===== src/memPkg.sv =====
package memPkg;

	// width of one data word, shared by the unit, the memory and the testbench
	parameter int DATA_WIDTH = 32;

	// access opcodes as driven on the op port
	typedef enum logic [2:0] {
		opLoadWord         = 3'd0,
		opLoadByte         = 3'd1,
		opLoadByteUnsigned = 3'd2,
		opStoreWord        = 3'd3,
		opStoreByte        = 3'd4
	} memOpE;

endpackage


===== src/memInterfaceUnit.sv =====
`timescale 1ns/1ps

module memInterfaceUnit #(
	parameter int DEPTH = 512
) (
	input  logic                          memEnable,
	input  logic                          reset,
	input  logic                          start,
	input  memPkg::memOpE                 op,
	input  logic [memPkg::DATA_WIDTH-1:0] address,
	input  logic [memPkg::DATA_WIDTH-1:0] storeData,
	input  logic [memPkg::DATA_WIDTH-1:0] memDataOut,
	input  logic                          moc,
	output logic [memPkg::DATA_WIDTH-1:0] loadData,
	output logic                          addrError,
	output logic                          done,
	output logic                          busy,
	output logic                          memRequest,
	output logic                          rw,
	output logic                          byteMode,
	output logic [$clog2(DEPTH)-1:0]      memAddress,
	output logic [memPkg::DATA_WIDTH-1:0] memDataIn
);

	localparam int DW = memPkg::DATA_WIDTH;
	localparam int ADDR_W = $clog2(DEPTH);

	typedef enum logic [2:0] {
		stIdle,
		stCheck,
		stWaitLow,
		stWaitHigh,
		stFinish
	} unitStateE;

	unitStateE state;

	// request slot
	memPkg::memOpE opReg;
	logic [DW-1:0] addressReg;
	logic [DW-1:0] storeReg;

	logic accept;
	logic isWord;
	logic checkError;
	logic [DW-1:0] extendedLoad;

	assign done = (state == stFinish);
	assign busy = (state == stCheck) || (state == stWaitLow) || (state == stWaitHigh);
	assign accept = start && !busy;

	always_comb begin
		isWord = (opReg == memPkg::opLoadWord) || (opReg == memPkg::opStoreWord);
		checkError = (addressReg >= DW'(DEPTH)) || (isWord && addressReg[1:0] != 2'b00);
	end

	// byte loads come back in the low lane
	always_comb begin
		case (opReg)
			memPkg::opLoadWord:         extendedLoad = memDataOut;
			memPkg::opLoadByte:         extendedLoad = {{(DW-8){memDataOut[7]}}, memDataOut[7:0]};
			memPkg::opLoadByteUnsigned: extendedLoad = {{(DW-8){1'b0}}, memDataOut[7:0]};
			default:                    extendedLoad = '0;
		endcase
	end

	always_ff @(posedge memEnable) begin
		if (reset) begin
			state <= stIdle;
			memRequest <= 1'b0;
			loadData <= '0;
			addrError <= 1'b0;
		end else begin
			memRequest <= 1'b0;
			case (state)
				stIdle, stFinish: begin
					if (start) begin
						state <= stCheck;
					end else begin
						state <= stIdle;
					end
				end
				stCheck: begin
					if (checkError) begin
						state <= stFinish;
						addrError <= 1'b1;
						loadData <= '0;
					end else begin
						state <= stWaitLow;
						memRequest <= 1'b1;
					end
				end
				stWaitLow: begin
					if (!moc) begin
						state <= stWaitHigh;
					end
				end
				stWaitHigh: begin
					// memory done and data valid from this cycle on
					if (moc) begin
						state <= stFinish;
						addrError <= 1'b0;
						loadData <= extendedLoad;
					end
				end
				default: state <= stIdle;
			endcase
		end
	end

	always_ff @(posedge memEnable) begin
		if (accept) begin
			opReg <= op;
			addressReg <= address;
			storeReg <= storeData;
		end
	end

	// memory side strobes held until the next request
	always_ff @(posedge memEnable) begin
		if (state == stCheck && !checkError) begin
			memAddress <= addressReg[ADDR_W-1:0];
			case (opReg)
				memPkg::opStoreWord: begin
					rw <= 1'b1;
					byteMode <= 1'b0;
					memDataIn <= storeReg;
				end
				memPkg::opStoreByte: begin
					rw <= 1'b1;
					byteMode <= 1'b1;
					memDataIn <= {storeReg[7:0], {(DW-8){1'b0}}};
				end
				memPkg::opLoadByte, memPkg::opLoadByteUnsigned: begin
					rw <= 1'b0;
					byteMode <= 1'b1;
					memDataIn <= '0;
				end
				default: begin
					rw <= 1'b0;
					byteMode <= 1'b0;
					memDataIn <= '0;
				end
			endcase
		end
	end

	assert property (@(posedge memEnable) disable iff (reset) done |=> !done)
		else $error("memInterfaceUnit: done wider than one cycle");

	assert property (@(posedge memEnable) disable iff (reset)
		memRequest |-> (addressReg[DW-1:ADDR_W] == '0) && (byteMode || memAddress[1:0] == 2'b00))
		else $error("memInterfaceUnit: memRequest for an illegal access");

endmodule


===== config.mk =====
export PLATFORM = sky130hd
export DESIGN_NAME = memInterfaceUnit
export DESIGN_NICKNAME = d
export VERILOG_FILES = /design/src/memPkg.sv /design/src/memInterfaceUnit.sv
export SDC_FILE = /design/constraint.sdc
export NUM_CORES = 1
export LEC_CHECK = 0
export BUFFER_PORTS_ARGS = -buffer_cell sky130_fd_sc_hd__clkbuf_2
export CAP_MARGIN = 5
export CORE_MARGIN = 5
export CORE_UTILIZATION = 34
export DETAILED_ROUTE_END_ITERATION = 7
export HOLD_SLACK_MARGIN = 0.1
export SLEW_MARGIN = 10
export SYNTH_ARGS = -nofsm -noshare
export SYNTH_HDL_FRONTEND = slang
export SYNTH_SLANG_ARGS = --single-unit

===== constraint.sdc =====
create_clock -name memEnable -period 13.6 [get_ports memEnable]
set_input_delay 0 -clock memEnable [delete_from_list [all_inputs] [get_ports memEnable]]
set_output_delay 0 -clock memEnable [all_outputs]
set_load 0.01 [all_outputs]

==> run_results.csv <==
group,metric,value,unit
run_status,status,"finished clean",
logic_synthesis,synthTopCellsByArea,"edfxtp_1 (60%), dfxtp_1 (13%), a22oi_1 (3.4%), nand3_1 (3.1%), o21ai_0 (3.0%)",
logic_synthesis,ys.flop_type,"edfxtp_1",
logic_synthesis,syn-cell-area,5520,um^2
logic_synthesis,synthXorXnorAreaFrac,0.318,%
logic_synthesis,synth_top_family_by_area,"compound AO/OA/AOI/OAI gates",
timing,rsz0062_at_grt,"false",
logic_synthesis,yosysSeqAreaShare,73.3,%
setup_path,cp_slowest_cell,"nor3_4",
power_and_ir_drop,p_per_area,122,nW/um^2
placement,postPlaceCellArea,6610,um^2
floorplanning,num_rows,46,
timing,drv_slew,0,
detailed_routing,drc_errors,0,
timing,worst_slack,10.68,ns
logic_synthesis,yosys.area.top_type,"edfxtp_1",
global_routing,grt_overflow_total,0,
detailed_routing,drt-total-wl,14400,um
layout,drive_gt1_share,32.4,%
setup_path,crit_required,13.94,ns
timing,timing.fmax,0.342,GHz
setup_path,crit_path_max_incr_delay,1.07,ns
detailed_routing,first_pass_iters,5,
timing,finalSetupViolCount,0,
cts,htreeDepth,4,
logic_synthesis,async_reset_ff_share,0,%
global_routing,grt_antenna_before_repair,0,
logic_synthesis,synth-simple-area-share,9.73,%
power_and_ir_drop,total_power,0.994,mW
setup_path,path_max_fanout,34,
hold_path,hp-class,"primary input to register",
floorplanning,dieArea,18900,um^2
global_routing,grt_max_degree,68,
logic_synthesis,synthTopCellsByCount,"edfxtp_1 (110), dfxtp_1 (37), nand3_1 (34)",
placement,place_hpwl,8960,um
cts,cts_setup_buffers,0,
logic_synthesis,synthAdderAreaFrac,0,%
logic_synthesis,synth_edf_count,110,
cts,cts_tree,"done",
cts,path_clk_slew,0.06,ns
logic_synthesis,netlist_instances,397,
logic_synthesis,yosys.cell_count.top_type,"edfxtp_1",
power_and_ir_drop,total_leakage_power,3.27,nW
logic_synthesis,synth_cell_types,33,
timing,finalSetupTns,0,ns
flow_run,cap_violations,0,
cts,root_buffer,"clkbuf_16",
detailed_routing,vias,4325,
logic_synthesis,yosysWarnings,0,
detailed_routing,drt_iter0_drc,305,
logic_synthesis,muxShareOfSynthArea,0,%
setup_path,worstSetupEndpointType,"register",
logic_synthesis,synth_compound_area_share,12.5,%
cts,clock_sinks,147,
floorplanning,start_util,34.7,%
layout,areaGrowthSynthToFinish,47.9,%
setup_path,crit_chain,"nand4b_2 -> nor3_4 -> a22oi_1 -> o22ai_1",
placement,gp_congestion,0.733,
cts,clkLatencyLatePin,0.42,ns
logic_synthesis,synth-seq-cells,147,
floorplanning,die_x,137,um
timing,tightest_slew,1.19,ns
setup_path,startpoint_type,"register",
floorplanning,coreArea,15900,um^2
floorplanning,dieHeight,137,um
placement,pre_cts_slack,10.72,ns
layout,stdcell_area,8160,um^2
timing,finalClockSkew,0.0164,ns
detailed_routing,drtAntennaViolNets,0,
layout,antennaDiodeCount,0,
global_routing,track_usage,15.4,%
logic_synthesis,syn_nets,500,
setup_path,cp.arrival,3.26,ns
timing,fin_crit,2.92,ns
logic_synthesis,netlist.area_leader.share,59.9,%
cts,cts_buffers,17,
setup_path,criticalPathCategory,"register to register",
layout,finalNetCount,776,
placement,port-buffer-count,181,
timing,final_hold_viol_count,0,
detailed_routing,wl_per_cell,15.9,um
detailed_routing,vias_per_cell,4.80,
power_and_ir_drop,ir_drop,0.0803,mV
global_routing,grt_pass1_vias,4352,
logic_synthesis,avgSynthCellArea,13.9,um^2
global_routing,grt_pass1_wl,22200,um
timing,relSlewSlack,20.0,%
floorplanning,pin_count,182,
timing,post-route-period-util,21.5,%
cts,clock_path_buffers,2,
==> logic make-up (layout without fill, tap and decap cells) <==
| logic type | count (synthesis) | in the layout |
|---|---|---|
| AO/OA/AOI/OAI | 103 | 103 |
| XOR/XNOR | 2 | 2 |
| buffers and inverters | 55 | 343 |
| flip-flops | 147 | 147 |
| AND/OR/NAND/NOR | 90 | 90 |
==> area by class of cell <==
type | count | area, um^2
clock buffer | 19 | 433
inverter | 26 | 97.6
clock inverter | 12 | 106
timing repair buffer | 286 | 1950
sequential | 147 | 4040
tap | 216 | 270
multi-input combinational | 195 | 1260
fill | 1397 | 7730
==> stage by stage <==
step	cells	hold WS, ns	util (%)
floorplan	397	0.0989	-
global placement	769	0.177	41.6
detailed placement	769	0.179	41.6
CTS	901	0.108	51.3
global route	901	0.219	51.4
finish	901	0.128	51.4
==> critical path, delay by kind of cell (launching register included) <==
kind	cells	cell delay (ns)
AO/OA/AOI/OAI	2	0.39
AND/OR/NAND/NOR	2	1.91
flip-flops	1	0.54
==> path summary, 6_finish.rpt <==
path                                                  end                     from  cells past startpoint  slack, ns
worst max-delay path            loadData[27]$_SDFFE_PP0P_    state[1]$_SDFFE_PP0P_                      4      10.68
worst min-delay path            loadData[19]$_SDFFE_PP0P_           memDataOut[19]                      5       0.13
worst max register to register  loadData[27]$_SDFFE_PP0P_    state[1]$_SDFFE_PP0P_                      4      10.68
worst min register to register    memAddress[2]$_DFFE_PP_  addressReg[2]$_DFFE_PP_                      0       0.42
==> sequential cells by signal (all words and copies together), names as in the netlist <==
register	cells
opReg	3
memDataIn	32
state	3
byteMode	1
addrError	1
memAddress	9
rw	1
addressReg	32
memRequest	1
storeReg	32
loadData	32
==> cells in the final DEF (no fill, tap or decap), drive strengths merged, types with 2 or more instances in the layout <==
master	count
a22o	8
a22oi	25
a32oi	8
and2	25
buf	4
clkbuf	200
clkinv	5
clkinvlp	4
dfxtp	37
dlygate4sd3	101
edfxtp	110
inv	28
nand2	4
nand2b	3
nand3	34
nor2	8
nor3	4
nor4	5
o21ai	34
o22ai	24
xnor2	2
==> layer usage <==
metal	global-route usage (%)	up-vias	share of wire, %
met5	0	-	0
met2	27.0	166	54
met3	3.65	38	5.4
met4	7.82	0	3.4
met1	17.5	2066	38
li1	-	2055	-
==> power breakdown <==
group,switching [mW],internal [mW],leakage (nW)
logic,0.0294,0.0363,1.64
clock network,0.177,0.250,0.249
registers,0.00465,0.497,1.38
==> timing repair <==
item,CTS,global route
hold buffers,101,0
hold endpoints to repair,101,0
resized for setup,0,0
Note: power is estimated with default switching activity, not from simulation.
